**src/cpu_isa_pkg.sv**
```systemverilog
package cpu_isa_pkg;

	localparam int WORD_W   = 16;
	localparam int NUM_REGS = 4;
	localparam int REG_W    = $clog2(NUM_REGS);
	localparam int IMM_W    = 8;
	// bits above the immediate after extension
	localparam int IMM_PAD  = WORD_W - IMM_W;
	localparam int OPCODE_W = 4;
	localparam int FUNCT_W  = 6;

	typedef logic [WORD_W-1:0] word_t;
	typedef logic [REG_W-1:0]  reg_idx_t;

	typedef enum logic [OPCODE_W-1:0] {
		OP_ADI   = 4'd4,
		OP_ORI   = 4'd5,
		OP_LHI   = 4'd6,
		OP_LWD   = 4'd7,
		OP_SWD   = 4'd8,
		OP_RTYPE = 4'd15
	} opcode_e;

	// only meaningful with OP_RTYPE
	typedef enum logic [FUNCT_W-1:0] {
		F_ADD = 6'd0,
		F_SUB = 6'd1,
		F_AND = 6'd2,
		F_ORR = 6'd3,
		F_NOT = 6'd4,
		F_TCP = 6'd5,
		F_SHL = 6'd6,
		F_SHR = 6'd7,
		F_WWD = 6'd28,
		F_HLT = 6'd29
	} funct_e;

	// immediate overlays rd and funct in the low eight bits
	typedef struct packed {
		opcode_e  opcode;
		reg_idx_t rs;
		reg_idx_t rt;
		reg_idx_t rd;
		funct_e   funct;
	} instr_t;

endpackage
```
**src/cpu_pipe_pkg.sv**
```systemverilog
package cpu_pipe_pkg;

	localparam int ALU_OP_W = 4;
	localparam int FWD_W    = 2;

	// first eight codes line up with the R-type function codes
	typedef enum logic [ALU_OP_W-1:0] {
		ALU_ADD  = 4'd0,
		ALU_SUB  = 4'd1,
		ALU_AND  = 4'd2,
		ALU_ORR  = 4'd3,
		ALU_NOT  = 4'd4,
		ALU_TCP  = 4'd5,
		ALU_SHL  = 4'd6,
		ALU_SHR  = 4'd7,
		ALU_PASS = 4'd8
	} alu_op_e;

	typedef enum logic [FWD_W-1:0] {
		FWD_REG = 2'd0,
		FWD_MEM = 2'd1,
		FWD_WB  = 2'd2
	} fwd_sel_e;

	// all fields zero for a bubble
	typedef struct packed {
		alu_op_e alu_op;
		logic    alu_src_imm;
		logic    mem_read;
		logic    mem_write;
		logic    reg_write;
		logic    wwd;
		logic    halt;
		logic    valid;
	} ctrl_t;

	// result on its way into the register file
	typedef struct packed {
		logic                  we;
		cpu_isa_pkg::reg_idx_t idx;
		cpu_isa_pkg::word_t    data;
	} dest_t;

	typedef struct packed {
		logic                  load;
		cpu_isa_pkg::reg_idx_t idx;
	} load_dest_t;

	typedef struct packed {
		logic               read;
		logic               write;
		cpu_isa_pkg::word_t addr;
		cpu_isa_pkg::word_t wdata;
	} dmem_req_t;

	typedef struct packed {
		logic               read;
		cpu_isa_pkg::word_t addr;
	} imem_req_t;

endpackage

```
**src/cpu_top.sv**
```systemverilog
`timescale 1ns/100ps

module cpu_top (
	input  logic                    clk,
	input  logic                    reset_n,
	output cpu_pipe_pkg::imem_req_t imem_o,
	input  cpu_isa_pkg::word_t      imem_data_i,
	output cpu_pipe_pkg::dmem_req_t dmem_o,
	input  cpu_isa_pkg::word_t      dmem_rdata_i,
	output cpu_isa_pkg::word_t      num_inst_o,
	output cpu_isa_pkg::word_t      output_port_o,
	output logic                    is_halted_o
);
	// decode stage
	cpu_isa_pkg::instr_t      id_instr;
	logic                     id_valid;
	cpu_pipe_pkg::ctrl_t      id_ctrl;
	logic                     stall;
	logic                     freeze;
	cpu_isa_pkg::word_t       rs_data;
	cpu_isa_pkg::word_t       rt_data;
	// execute and memory stages
	cpu_pipe_pkg::load_dest_t ex_load_dest;
	cpu_pipe_pkg::ctrl_t      mem_ctrl;
	cpu_isa_pkg::word_t       mem_result;
	cpu_isa_pkg::reg_idx_t    mem_dest_idx;
	cpu_isa_pkg::word_t       mem_out_val;
	// writeback
	cpu_pipe_pkg::dest_t      wb_dest;

	cpu_control u_control (
		.clk            (clk),
		.reset_n        (reset_n),
		.id_instr_i     (id_instr),
		.id_valid_i     (id_valid),
		.ex_load_dest_i (ex_load_dest),
		.id_ctrl_o      (id_ctrl),
		.stall_o        (stall),
		.freeze_o       (freeze)
	);

	cpu_fetch u_fetch (
		.clk         (clk),
		.reset_n     (reset_n),
		.stall_i     (stall),
		.freeze_i    (freeze),
		.imem_data_i (imem_data_i),
		.imem_o      (imem_o),
		.id_instr_o  (id_instr),
		.id_valid_o  (id_valid)
	);

	cpu_regfile u_regfile (
		.clk       (clk),
		.reset_n   (reset_n),
		.rs_i      (id_instr.rs),
		.rt_i      (id_instr.rt),
		.wb_dest_i (wb_dest),
		.rs_data_o (rs_data),
		.rt_data_o (rt_data)
	);

	cpu_execute u_execute (
		.clk            (clk),
		.reset_n        (reset_n),
		.id_ctrl_i      (id_ctrl),
		.id_instr_i     (id_instr),
		.rs_data_i      (rs_data),
		.rt_data_i      (rt_data),
		.wb_dest_i      (wb_dest),
		.ex_load_dest_o (ex_load_dest),
		.dmem_o         (dmem_o),
		.mem_ctrl_o     (mem_ctrl),
		.mem_result_o   (mem_result),
		.mem_dest_idx_o (mem_dest_idx),
		.mem_out_val_o  (mem_out_val)
	);

	cpu_writeback u_writeback (
		.clk            (clk),
		.reset_n        (reset_n),
		.mem_ctrl_i     (mem_ctrl),
		.mem_result_i   (mem_result),
		.mem_dest_idx_i (mem_dest_idx),
		.mem_out_val_i  (mem_out_val),
		.dmem_rdata_i   (dmem_rdata_i),
		.wb_dest_o      (wb_dest),
		.num_inst_o     (num_inst_o),
		.output_port_o  (output_port_o),
		.is_halted_o    (is_halted_o)
	);

endmodule

```
**src/cpu_writeback.sv**
```systemverilog
`timescale 1ns/100ps

module cpu_writeback (
	input  logic                  clk,
	input  logic                  reset_n,
	input  cpu_pipe_pkg::ctrl_t   mem_ctrl_i,
	input  cpu_isa_pkg::word_t    mem_result_i,
	input  cpu_isa_pkg::reg_idx_t mem_dest_idx_i,
	input  cpu_isa_pkg::word_t    mem_out_val_i,
	input  cpu_isa_pkg::word_t    dmem_rdata_i,
	output cpu_pipe_pkg::dest_t   wb_dest_o,
	output cpu_isa_pkg::word_t    num_inst_o,
	output cpu_isa_pkg::word_t    output_port_o,
	output logic                  is_halted_o
);
	cpu_pipe_pkg::ctrl_t   wb_ctrl_q;
	cpu_isa_pkg::word_t    wb_data_q;
	cpu_isa_pkg::word_t    wb_out_q;
	cpu_isa_pkg::reg_idx_t wb_idx_q;
	cpu_isa_pkg::word_t    num_inst_q;
	cpu_isa_pkg::word_t    port_q;
	logic                  halted_q;

	always_ff @(posedge clk) begin
		// load data arrives combinationally during memory stage
		wb_data_q <= mem_ctrl_i.mem_read ? dmem_rdata_i : mem_result_i;
		wb_out_q <= mem_out_val_i;
		wb_idx_q <= mem_dest_idx_i;
	end

	always_ff @(posedge clk) begin
		if (!reset_n) begin
			wb_ctrl_q <= cpu_pipe_pkg::ctrl_t'(0);
			num_inst_q <= '0;
			port_q <= '0;
			halted_q <= 1'b0;
		end else begin
			wb_ctrl_q <= mem_ctrl_i;
			// retire at the end of writeback
			if (wb_ctrl_q.valid) begin
				num_inst_q <= num_inst_q + 1'b1;
			end
			if (wb_ctrl_q.valid && wb_ctrl_q.wwd) begin
				port_q <= wb_out_q;
			end
			if (wb_ctrl_q.valid && wb_ctrl_q.halt) begin
				halted_q <= 1'b1;
			end
		end
	end

	assign wb_dest_o = '{we: wb_ctrl_q.valid && wb_ctrl_q.reg_write, idx: wb_idx_q, data: wb_data_q};
	assign num_inst_o = num_inst_q;
	assign output_port_o = port_q;
	assign is_halted_o = halted_q;

	// nothing behind HLT may retire
	a_halt_quiet: assert property (@(posedge clk) disable iff (!reset_n)
		is_halted_o |=> $stable(num_inst_o));

endmodule

```
**src/cpu_execute.sv**
```systemverilog
`timescale 1ns/100ps

module cpu_execute (
	input  logic                     clk,
	input  logic                     reset_n,
	input  cpu_pipe_pkg::ctrl_t      id_ctrl_i,
	input  cpu_isa_pkg::instr_t      id_instr_i,
	input  cpu_isa_pkg::word_t       rs_data_i,
	input  cpu_isa_pkg::word_t       rt_data_i,
	input  cpu_pipe_pkg::dest_t      wb_dest_i,
	output cpu_pipe_pkg::load_dest_t ex_load_dest_o,
	output cpu_pipe_pkg::dmem_req_t  dmem_o,
	output cpu_pipe_pkg::ctrl_t      mem_ctrl_o,
	output cpu_isa_pkg::word_t       mem_result_o,
	output cpu_isa_pkg::reg_idx_t    mem_dest_idx_o,
	output cpu_isa_pkg::word_t       mem_out_val_o
);
	logic [cpu_isa_pkg::IMM_W-1:0] imm8;
	cpu_isa_pkg::word_t            id_imm;
	cpu_isa_pkg::reg_idx_t         id_dest;
	cpu_pipe_pkg::ctrl_t           ex_ctrl_q;
	cpu_isa_pkg::word_t            ex_rs_val_q, ex_rt_val_q, ex_imm_q;
	cpu_isa_pkg::reg_idx_t         ex_rs_q, ex_rt_q, ex_dest_q;
	logic                          mem_fwd_ok;
	cpu_pipe_pkg::fwd_sel_e        fwd_a, fwd_b;
	cpu_isa_pkg::word_t            op_a, op_rt, op_b, alu_y;
	cpu_pipe_pkg::ctrl_t           mem_ctrl_q;
	cpu_isa_pkg::word_t            mem_result_q, mem_store_q, mem_out_q;
	cpu_isa_pkg::reg_idx_t         mem_dest_q;

	function automatic cpu_isa_pkg::word_t fwd_mux(cpu_pipe_pkg::fwd_sel_e sel,
		cpu_isa_pkg::word_t reg_val, cpu_isa_pkg::word_t mem_val,
		cpu_isa_pkg::word_t wb_val);
		case (sel)
			cpu_pipe_pkg::FWD_MEM: return mem_val;
			cpu_pipe_pkg::FWD_WB:  return wb_val;
			default:               return reg_val;
		endcase
	endfunction

	// immediate extension, still in decode
	assign imm8 = id_instr_i[cpu_isa_pkg::IMM_W-1:0];
	always_comb begin
		case (id_instr_i.opcode)
			cpu_isa_pkg::OP_ORI: id_imm = {{cpu_isa_pkg::IMM_PAD{1'b0}}, imm8};
			cpu_isa_pkg::OP_LHI: id_imm = {imm8, {cpu_isa_pkg::IMM_PAD{1'b0}}};
			default:             id_imm = {{cpu_isa_pkg::IMM_PAD{imm8[cpu_isa_pkg::IMM_W-1]}}, imm8};
		endcase
	end

	// rd for R-type, rt for the rest
	assign id_dest = (id_instr_i.opcode == cpu_isa_pkg::OP_RTYPE) ? id_instr_i.rd : id_instr_i.rt;

	always_ff @(posedge clk) begin
		if (!reset_n) begin
			ex_ctrl_q <= cpu_pipe_pkg::ctrl_t'(0);
			mem_ctrl_q <= cpu_pipe_pkg::ctrl_t'(0);
		end else begin
			ex_ctrl_q <= id_ctrl_i;
			mem_ctrl_q <= ex_ctrl_q;
		end
	end

	always_ff @(posedge clk) begin
		ex_rs_val_q <= rs_data_i;
		ex_rt_val_q <= rt_data_i;
		ex_imm_q <= id_imm;
		ex_rs_q <= id_instr_i.rs;
		ex_rt_q <= id_instr_i.rt;
		ex_dest_q <= id_dest;
		mem_result_q <= alu_y;
		mem_store_q <= op_rt;
		mem_out_q <= op_a;
		mem_dest_q <= ex_dest_q;
	end

	// a load in memory stage has no data yet; the stall keeps it from being needed
	assign mem_fwd_ok = mem_ctrl_q.valid && mem_ctrl_q.reg_write && !mem_ctrl_q.mem_read;
	assign fwd_a = (mem_fwd_ok && mem_dest_q == ex_rs_q) ? cpu_pipe_pkg::FWD_MEM
		: (wb_dest_i.we && wb_dest_i.idx == ex_rs_q) ? cpu_pipe_pkg::FWD_WB : cpu_pipe_pkg::FWD_REG;
	assign fwd_b = (mem_fwd_ok && mem_dest_q == ex_rt_q) ? cpu_pipe_pkg::FWD_MEM
		: (wb_dest_i.we && wb_dest_i.idx == ex_rt_q) ? cpu_pipe_pkg::FWD_WB : cpu_pipe_pkg::FWD_REG;

	assign op_a = fwd_mux(fwd_a, ex_rs_val_q, mem_result_q, wb_dest_i.data);
	assign op_rt = fwd_mux(fwd_b, ex_rt_val_q, mem_result_q, wb_dest_i.data);
	assign op_b = ex_ctrl_q.alu_src_imm ? ex_imm_q : op_rt;

	always_comb begin
		case (ex_ctrl_q.alu_op)
			cpu_pipe_pkg::ALU_ADD: alu_y = op_a + op_b;
			cpu_pipe_pkg::ALU_SUB: alu_y = op_a - op_b;
			cpu_pipe_pkg::ALU_AND: alu_y = op_a & op_b;
			cpu_pipe_pkg::ALU_ORR: alu_y = op_a | op_b;
			cpu_pipe_pkg::ALU_NOT: alu_y = ~op_a;
			cpu_pipe_pkg::ALU_TCP: alu_y = ~op_a + 1'b1;
			cpu_pipe_pkg::ALU_SHL: alu_y = op_a << 1;
			// arithmetic shift keeps the sign
			cpu_pipe_pkg::ALU_SHR: alu_y = {op_a[cpu_isa_pkg::WORD_W-1], op_a[cpu_isa_pkg::WORD_W-1:1]};
			default:               alu_y = op_b;
		endcase
	end

	assign ex_load_dest_o = '{load: ex_ctrl_q.valid && ex_ctrl_q.mem_read, idx: ex_dest_q};
	assign dmem_o = '{read: mem_ctrl_q.valid && mem_ctrl_q.mem_read,
		write: mem_ctrl_q.valid && mem_ctrl_q.mem_write, addr: mem_result_q, wdata: mem_store_q};
	assign mem_ctrl_o = mem_ctrl_q;
	assign mem_result_o = mem_result_q;
	assign mem_dest_idx_o = mem_dest_q;
	assign mem_out_val_o = mem_out_q;

	a_dmem_one_strobe: assert property (@(posedge clk) disable iff (!reset_n)
		!(dmem_o.read && dmem_o.write));

endmodule

```
**src/cpu_control.sv**
```systemverilog
`timescale 1ns/100ps

module cpu_control (
	input  logic                     clk,
	input  logic                     reset_n,
	input  cpu_isa_pkg::instr_t      id_instr_i,
	input  logic                     id_valid_i,
	input  cpu_pipe_pkg::load_dest_t ex_load_dest_i,
	output cpu_pipe_pkg::ctrl_t      id_ctrl_o,
	output logic                     stall_o,
	output logic                     freeze_o
);
	cpu_pipe_pkg::ctrl_t dec;
	logic                reads_rs;
	logic                reads_rt;
	logic                rs_hit;
	logic                rt_hit;
	logic                freeze_q;

	always_comb begin
		dec = cpu_pipe_pkg::ctrl_t'(0);
		dec.alu_op = cpu_pipe_pkg::ALU_ADD;
		reads_rs = 1'b0;
		reads_rt = 1'b0;
		case (id_instr_i.opcode)
			cpu_isa_pkg::OP_ADI: begin
				dec = '{alu_op: cpu_pipe_pkg::ALU_ADD, alu_src_imm: 1'b1, reg_write: 1'b1,
					valid: 1'b1, default: 1'b0};
				reads_rs = 1'b1;
			end
			cpu_isa_pkg::OP_ORI: begin
				dec = '{alu_op: cpu_pipe_pkg::ALU_ORR, alu_src_imm: 1'b1, reg_write: 1'b1,
					valid: 1'b1, default: 1'b0};
				reads_rs = 1'b1;
			end
			cpu_isa_pkg::OP_LHI: begin
				dec = '{alu_op: cpu_pipe_pkg::ALU_PASS, alu_src_imm: 1'b1, reg_write: 1'b1,
					valid: 1'b1, default: 1'b0};
			end
			// address is rs plus offset for both memory ops
			cpu_isa_pkg::OP_LWD: begin
				dec = '{alu_op: cpu_pipe_pkg::ALU_ADD, alu_src_imm: 1'b1, mem_read: 1'b1,
					reg_write: 1'b1, valid: 1'b1, default: 1'b0};
				reads_rs = 1'b1;
			end
			cpu_isa_pkg::OP_SWD: begin
				dec = '{alu_op: cpu_pipe_pkg::ALU_ADD, alu_src_imm: 1'b1, mem_write: 1'b1,
					valid: 1'b1, default: 1'b0};
				reads_rs = 1'b1;
				reads_rt = 1'b1;
			end
			cpu_isa_pkg::OP_RTYPE: begin
				case (id_instr_i.funct)
					cpu_isa_pkg::F_ADD, cpu_isa_pkg::F_SUB, cpu_isa_pkg::F_AND,
					cpu_isa_pkg::F_ORR, cpu_isa_pkg::F_NOT, cpu_isa_pkg::F_TCP,
					cpu_isa_pkg::F_SHL, cpu_isa_pkg::F_SHR: begin
						dec.alu_op = cpu_pipe_pkg::alu_op_e'(
							id_instr_i[cpu_pipe_pkg::ALU_OP_W-1:0]);
						dec.reg_write = 1'b1;
						dec.valid = 1'b1;
						reads_rs = 1'b1;
						// unary ops ignore rt
						reads_rt = id_instr_i.funct inside {cpu_isa_pkg::F_ADD,
							cpu_isa_pkg::F_SUB, cpu_isa_pkg::F_AND, cpu_isa_pkg::F_ORR};
					end
					cpu_isa_pkg::F_WWD: begin
						dec.wwd = 1'b1;
						dec.valid = 1'b1;
						reads_rs = 1'b1;
					end
					cpu_isa_pkg::F_HLT: begin
						dec.halt = 1'b1;
						dec.valid = 1'b1;
					end
					default: ;
				endcase
			end
			default: ;
		endcase
	end

	// load in execute feeding a register this instruction reads
	assign rs_hit = reads_rs && (id_instr_i.rs == ex_load_dest_i.idx);
	assign rt_hit = reads_rt && (id_instr_i.rt == ex_load_dest_i.idx);
	assign stall_o = id_valid_i && ex_load_dest_i.load && (rs_hit || rt_hit);

	assign id_ctrl_o = (id_valid_i && !stall_o) ? dec : cpu_pipe_pkg::ctrl_t'(0);

	// fetch stops in the same cycle HLT is decoded
	assign freeze_o = freeze_q || id_ctrl_o.halt;

	always_ff @(posedge clk) begin
		if (!reset_n) begin
			freeze_q <= 1'b0;
		end else if (id_ctrl_o.halt) begin
			freeze_q <= 1'b1;
		end
	end

	a_no_valid_bubble: assert property (@(posedge clk) disable iff (!reset_n)
		stall_o |-> !id_ctrl_o.valid);

	// the bubble clears the load from execute, so a stall never lasts two cycles
	a_single_stall: assert property (@(posedge clk) disable iff (!reset_n)
		stall_o |=> !stall_o);

endmodule

```
**src/cpu_fetch.sv**
```systemverilog
`timescale 1ns/100ps

module cpu_fetch (
	input  logic                    clk,
	input  logic                    reset_n,
	input  logic                    stall_i,
	input  logic                    freeze_i,
	input  cpu_isa_pkg::word_t      imem_data_i,
	output cpu_pipe_pkg::imem_req_t imem_o,
	output cpu_isa_pkg::instr_t     id_instr_o,
	output logic                    id_valid_o
);
	cpu_isa_pkg::word_t  pc_q;
	logic                run_q;
	logic                fetch_go;
	cpu_isa_pkg::instr_t id_instr_q;
	logic                id_valid_q;

	// first fetch one cycle out of reset
	assign fetch_go = run_q && !stall_i && !freeze_i;
	assign imem_o = '{read: fetch_go, addr: pc_q};

	always_ff @(posedge clk) begin
		if (!reset_n) begin
			pc_q <= '0;
			run_q <= 1'b0;
			id_valid_q <= 1'b0;
		end else begin
			run_q <= 1'b1;
			if (fetch_go) begin
				pc_q <= pc_q + 1'b1;
			end
			// hold on stall, drop on freeze
			if (freeze_i || !stall_i) begin
				id_valid_q <= fetch_go;
			end
		end
	end

	always_ff @(posedge clk) begin
		if (fetch_go) begin
			id_instr_q <= cpu_isa_pkg::instr_t'(imem_data_i);
		end
	end

	assign id_instr_o = id_instr_q;
	assign id_valid_o = id_valid_q;

	a_pc_hold: assert property (@(posedge clk) disable iff (!reset_n)
		stall_i |=> $stable(pc_q));

endmodule

```
**src/cpu_regfile.sv**
```systemverilog
`timescale 1ns/100ps

module cpu_regfile (
	input  logic                  clk,
	input  logic                  reset_n,
	input  cpu_isa_pkg::reg_idx_t rs_i,
	input  cpu_isa_pkg::reg_idx_t rt_i,
	input  cpu_pipe_pkg::dest_t   wb_dest_i,
	output cpu_isa_pkg::word_t    rs_data_o,
	output cpu_isa_pkg::word_t    rt_data_o
);
	cpu_isa_pkg::word_t regs [cpu_isa_pkg::NUM_REGS];

	always_ff @(posedge clk) begin
		if (!reset_n) begin
			for (int i = 0; i < cpu_isa_pkg::NUM_REGS; i++) begin
				regs[i] <= '0;
			end
		end else if (wb_dest_i.we) begin
			regs[wb_dest_i.idx] <= wb_dest_i.data;
		end
	end

	// writeback in the same cycle wins over the stored value
	assign rs_data_o = (wb_dest_i.we && wb_dest_i.idx == rs_i) ? wb_dest_i.data
		: regs[rs_i];
	assign rt_data_o = (wb_dest_i.we && wb_dest_i.idx == rt_i) ? wb_dest_i.data
		: regs[rt_i];

endmodule

```
**config.mk**
```make
export PLATFORM = sky130hd
export DESIGN_NAME = cpu_top
export DESIGN_NICKNAME = d
export VERILOG_FILES = /design/src/cpu_isa_pkg.sv /design/src/cpu_pipe_pkg.sv /design/src/cpu_top.sv /design/src/cpu_writeback.sv /design/src/cpu_execute.sv /design/src/cpu_control.sv /design/src/cpu_fetch.sv /design/src/cpu_regfile.sv
export SDC_FILE = /design/constraint.sdc
export NUM_CORES = 1
export LEC_CHECK = 0
export ABC_AREA = 1
export BUFFER_PORTS_ARGS = -buffer_cell sky130_fd_sc_hd__buf_2
export CELL_PAD_IN_SITES_DETAIL_PLACEMENT = 1
export CELL_PAD_IN_SITES_GLOBAL_PLACEMENT = 2
export CORE_AREA = 2 2 194 196
export CTS_BUF_LIST = sky130_fd_sc_hd__clkbuf_16
export DETAILED_ROUTE_END_ITERATION = 8
export DIE_AREA = 0 0 196 198
export GPL_ROUTABILITY_DRIVEN = 0
export PLACE_DENSITY_LB_ADDON = 0.1
export SYNTH_ARGS = -nofsm -noshare
export SYNTH_HDL_FRONTEND = slang
export SYNTH_SLANG_ARGS = --single-unit
```
**constraint.sdc**
```tcl
create_clock -name clk -period 8.6 [get_ports clk]
set_clock_uncertainty 0.2 [all_clocks]
set_input_delay 0.43 -clock clk [delete_from_list [all_inputs] [get_ports clk]]
set_output_delay 0.43 -clock clk [all_outputs]
set_load 0.02 [all_outputs]
```
==> results.md <==
Status:
- The run finished with clean final reports.

Synth:
- After synthesis the cells add up to 14100 um2.
- The main combinational cell family by area after synthesis is simple AND/OR/NAND/NOR gates.
- The mux share of post-synthesis cell area is 0.00399.
- The biggest area contributor in the post-synthesis netlist is sky130_fd_sc_hd__dfxtp_1.
- Of the total synthesized cell area, the portion taken by AND, OR, NAND and NOR gates is 0.251.
- When the netlist entered floorplanning its net count stood at 1799.
- The proportion of synthesized chip area in sequential cells is 0.475.
- Synthesis instantiated 64 different standard cells from the library.
- The compound-cell area share of the yosys netlist came to 0.144.
- The post-synthesis adder-cell area fraction is 0.0218.
- Yosys mapped a number of flops with a built-in enable equal to 80.
- By area the synthesized netlist is led by sky130_fd_sc_hd__dfxtp_1, sky130_fd_sc_hd__edfxtp_1, sky130_fd_sc_hd__nand2_1.
- The main flop type after synthesis is sky130_fd_sc_hd__dfxtp_1.
- The post-synthesis async set-or-reset flop share is 0.
- The cell count after synthesis is 1741.
- Of the post-synthesis cell area, the dominant cell type holds 0.305.
- After synthesis the netlist holds a flip-flop and latch count of 295.
- The count of warnings emitted by yosys is 0.
- The synthesized area divided by synthesized cell count is 8.11 um2.
- The xor and xnor area share after synthesis is 0.0229.

Global route:
- The number of global-route vias before repair is 12512.
- The aggregate global routing overflow is 0.
- The maximum number of pins on one net before global-route repair is 65.
- The initial antenna violation count is 0.
- The first global-routing pass estimated 71600 um of wire.
- For this run, the total global-route usage over all layers was measured as 0.239.

Final layout:
- In the final layout, the share of cells above drive strength 1 is 0.145.
- The library cell used most frequently in the layout, excluding fill and tap cells, is sky130_fd_sc_hd__nand2_1.
- The top cell types in the final layout, fill and taps aside, are sky130_fd_sc_hd__nand2_1, sky130_fd_sc_hd__dfxtp_1, sky130_fd_sc_hd__inv_1.
- The finished layout holds 2364 standard cells, fillers aside.
- For this run, the post-layout net count is 1925.
- The number of diodes is 0.
- The growth of design area from synthesis to finish is 16.7%.

Setup path:
- The type of the worst setup path is flip-flop to flip-flop.
- The signal arrival time at the worst endpoint is 5.88 ns.
- Data on the critical path is required at its endpoint by 8.83 ns.
- The peak fanout along the critical path is 33.
- The largest individual stage delay along the critical path comes from the cell sky130_fd_sc_hd__inv_1.
- The peak per-stage delay on the critical path is 0.57 ns.
- The start point of the critical path is u_execute.mem_ctrl_o[5]$_SDFF_PN0_.
- The startpoint of the worst register-to-register path is u_execute.mem_ctrl_o[5]$_SDFF_PN0_.
- The kind of end point of the critical path is a flip-flop.
- Walking the worst path, the cells encountered are buf_4, nor2_4, nand3_4, inv_1, nand2_1, nand3_1, nand2_1, o21ai_0, inv_1, ha_1, or2_2, o21ai_0, inv_1, fa_1, inv_1, a21oi_1, o21ai_0, nand4_1, nand2_1, a21boi_0, o21ai_0, a21oi_1, a21oi_1, nand3_1.
- STA classifies the critical path startpoint as a flip-flop.

Route:
- The average vias per placed instance is 5.20.
- The number of vias in the routed layout is 12288.
- The detailed-router iteration count before antenna repair is 4.
- The count of antenna-violating nets left after detailed routing is 0.
- The violation count after the first detailed-route iteration is 601.
- In the final routed layout, each cell accounts on average for 19.2 um.
- The count of unresolved DRC violations after routing is 0.
- For this block, the routed nets add up to 45400 um of wire.

Hold path:
- The startpoint identified for the worst hold timing path is u_execute.mem_out_val_o[6]$_DFF_P_.
- The class of the tightest hold or removal check is flip-flop to flip-flop.

Timing:
- For the pin with the worst max-slew slack, the measured transition is 1.12 ns.
- The final period demand of the worst path is 5.65 ns.
- The number of endpoints with negative hold slack in the final report is 0.
- Setup repair after global routing left no endpoint under its margin.
- Setup violations remaining at the end of the flow were counted as 0.
- Setup slack on the critical path of the routed design comes to 2.95 ns.
- Of the available clock period, the critical path in the final layout requires 0.657.
- Based on the critical path, the design can be clocked at up to 0.177 GHz.
- Measured against its own limit, the worst slew margin works out to 0.253.
- The max-slew violation total from the final report is 0.
- In the final timing run, aggregate negative setup slack is 0 ns.

Clocking:
- In this run, post-CTS hold repair placed 32 buffers.
- The number of clock sinks is 295.
- The clock-pin transition on the worst setup and hold timing paths is 0.07 ns.
- The post-cts gate resize count is 0.
- The number of buffers on the longest clock path is 3.
- The H-tree depth is 2.
- The clock tree from TritonCTS is done.
- The insertion delay to the later sink of the worst-skew pair is 0.55 ns.
- The number of buffers created by CTS is 35.
- The number of buffers inserted to repair setup after CTS is 0.
- In this run the clock root is driven by a sky130_fd_sc_hd__clkbuf_16.

Floorplan:
- The area of the core is 37000 um2.
- The die span in y is 198 um.
- The die covers 38800 um2.
- The initialized floorplan defines 71 standard-cell rows.
- The count of boundary I/O pins is 118.
- The chip width is 196 um.
- For this configuration, the core starts out at a cell density of 0.382.

Placed design:
- The number of I/O port buffers is 117.
- The worst slack at placement is 3.04 ns.
- The number of cells after detailed placement is 2272.
- Summed over all nets, the half-perimeter wirelength after detailed placement is 33100 um.

Power and ir drop:
- The maximum vdd drop is 162 uV.
- Of the total power, the share spent switching nets is 0.324.
- The total leakage power is 0.00718 uW.
- The analysis attributes to net switching a power of 1270 uW.
- The share of total power dissipated in sequential elements is 0.446.
- The internal power consumption is 2660 uW.
- The share of total power dissipated in the clock network is 0.364.
- The share of total power in combinational logic is 0.190.
- For this design the ratio of total power to cell area is 239 nW/um2.
- Overall power consumption after layout is estimated at 3930 uW.

Job:
- The count of max-cap constraint violations is 0.
[synth_stat cells (38+ instances only)]
cell and instances:
sky130_fd_sc_hd__a21oi_1 97, sky130_fd_sc_hd__a31oi_1 39, sky130_fd_sc_hd__clkbuf_1 47, sky130_fd_sc_hd__dfxtp_1 215, sky130_fd_sc_hd__edfxtp_1 80, sky130_fd_sc_hd__inv_1 202, sky130_fd_sc_hd__nand2_1 290, sky130_fd_sc_hd__nand3_1 104
sky130_fd_sc_hd__nand4_1 40, sky130_fd_sc_hd__nor2_1 196, sky130_fd_sc_hd__nor3_1 45, sky130_fd_sc_hd__o211ai_1 38, sky130_fd_sc_hd__o21ai_0 107
[routing by layer]
layer	GRT usage	part of all wire
met5	0	0
met1	0.310	0.46
met2	0.403	0.47
met4	0.0993	0.037
met3	0.0296	0.029
[kinds of logic after synthesis]
family | after synthesis
mux | 5
flops | 295
fa+ha+maj | 24
buf+inv | 287
xor+xnor | 36
compound gates | 337
simple gates | 757
[critical path: cells and delay by family, from the launching register on]
kind	cells	cell delay, ns
DFF	1	0.30
adders and majority gates	2	0.77
buffers and inverters	5	1.18
AOI/OAI and AO/OA	8	1.55
and+or+nand+nor	9	1.53
[power by group through the flow]
stage / Combinational [uW] / Clock (uW) / Sequential (uW)
after detailed placement: 729 / 0 / 1780
final: 747 / 1430 / 1750
after global placement: 715 / 0 / 1780
after CTS: 747 / 1470 / 1750
after floorplan: 453 / 0 / 1740
after global routing: 838 / 1530 / 1770
[sequential cells by signal, summed over array words and instances, names as in the netlist, 2 cells and up, named ones only]
name	count
u_writeback.output_port_o	16
u_execute.ex_ctrl_q	11
u_execute.mem_result_o	16
u_execute.mem_out_val_o	16
u_execute.ex_rs_q	2
u_writeback.wb_data_q	16
u_execute.mem_dest_idx_o	2
u_writeback.wb_ctrl_q	4
u_writeback.num_inst_o	16
u_execute.mem_ctrl_o	6
u_execute.ex_rs_val_q	16
u_execute.ex_rt_q	2
u_writeback.wb_idx_q	2
u_writeback.wb_out_q	16
u_fetch.id_instr_o	16
u_execute.mem_store_q	16
u_execute.ex_imm_q	16
u_fetch.pc_q	16
u_execute.ex_dest_q	2
u_regfile.regs	64
u_execute.ex_rt_val_q	16
[through the flow]
| stage | utilization | cell area, um2 | hold slack [ns] |
|---|---|---|---|
| after floorplan | - | 14100 | 0.110 |
| after global placement | 0.408 | 15100 | 0.110 |
| after detailed placement | 0.408 | 15100 | 0.113 |
| after CTS | 0.446 | 16500 | 0.126 |
| after global routing | 0.446 | 16500 | 0.130 |
| final | 0.446 | 16500 | 0.120 |
[layout make-up]
cell class | instances | area, um2
inverter | 216 | 813
clock inverter | 23 | 156
tap | 474 | 593
timing repair buffer | 160 | 988
clock buffer | 37 | 926
multi-input combinational | 1159 | 6280
fill | 4505 | 20500
sequential | 295 | 6710
[path summary, 6_finish.rpt]
| path | endpoint | slack (ns) | depth (start not counted) |
|---|---|---|---|
| worst max-delay path | u_execute.mem_result_o[12]$_DFF_P_ | 2.95 | 24 |
| worst max register to register | u_execute.mem_result_o[12]$_DFF_P_ | 2.95 | 24 |
| worst min-delay path | u_writeback.wb_out_q[6]$_DFF_P_ | 0.12 | 0 |
| worst min register to register | u_writeback.wb_out_q[6]$_DFF_P_ | 0.12 | 0 |
Note: power is estimated with default switching activity, not from simulation.
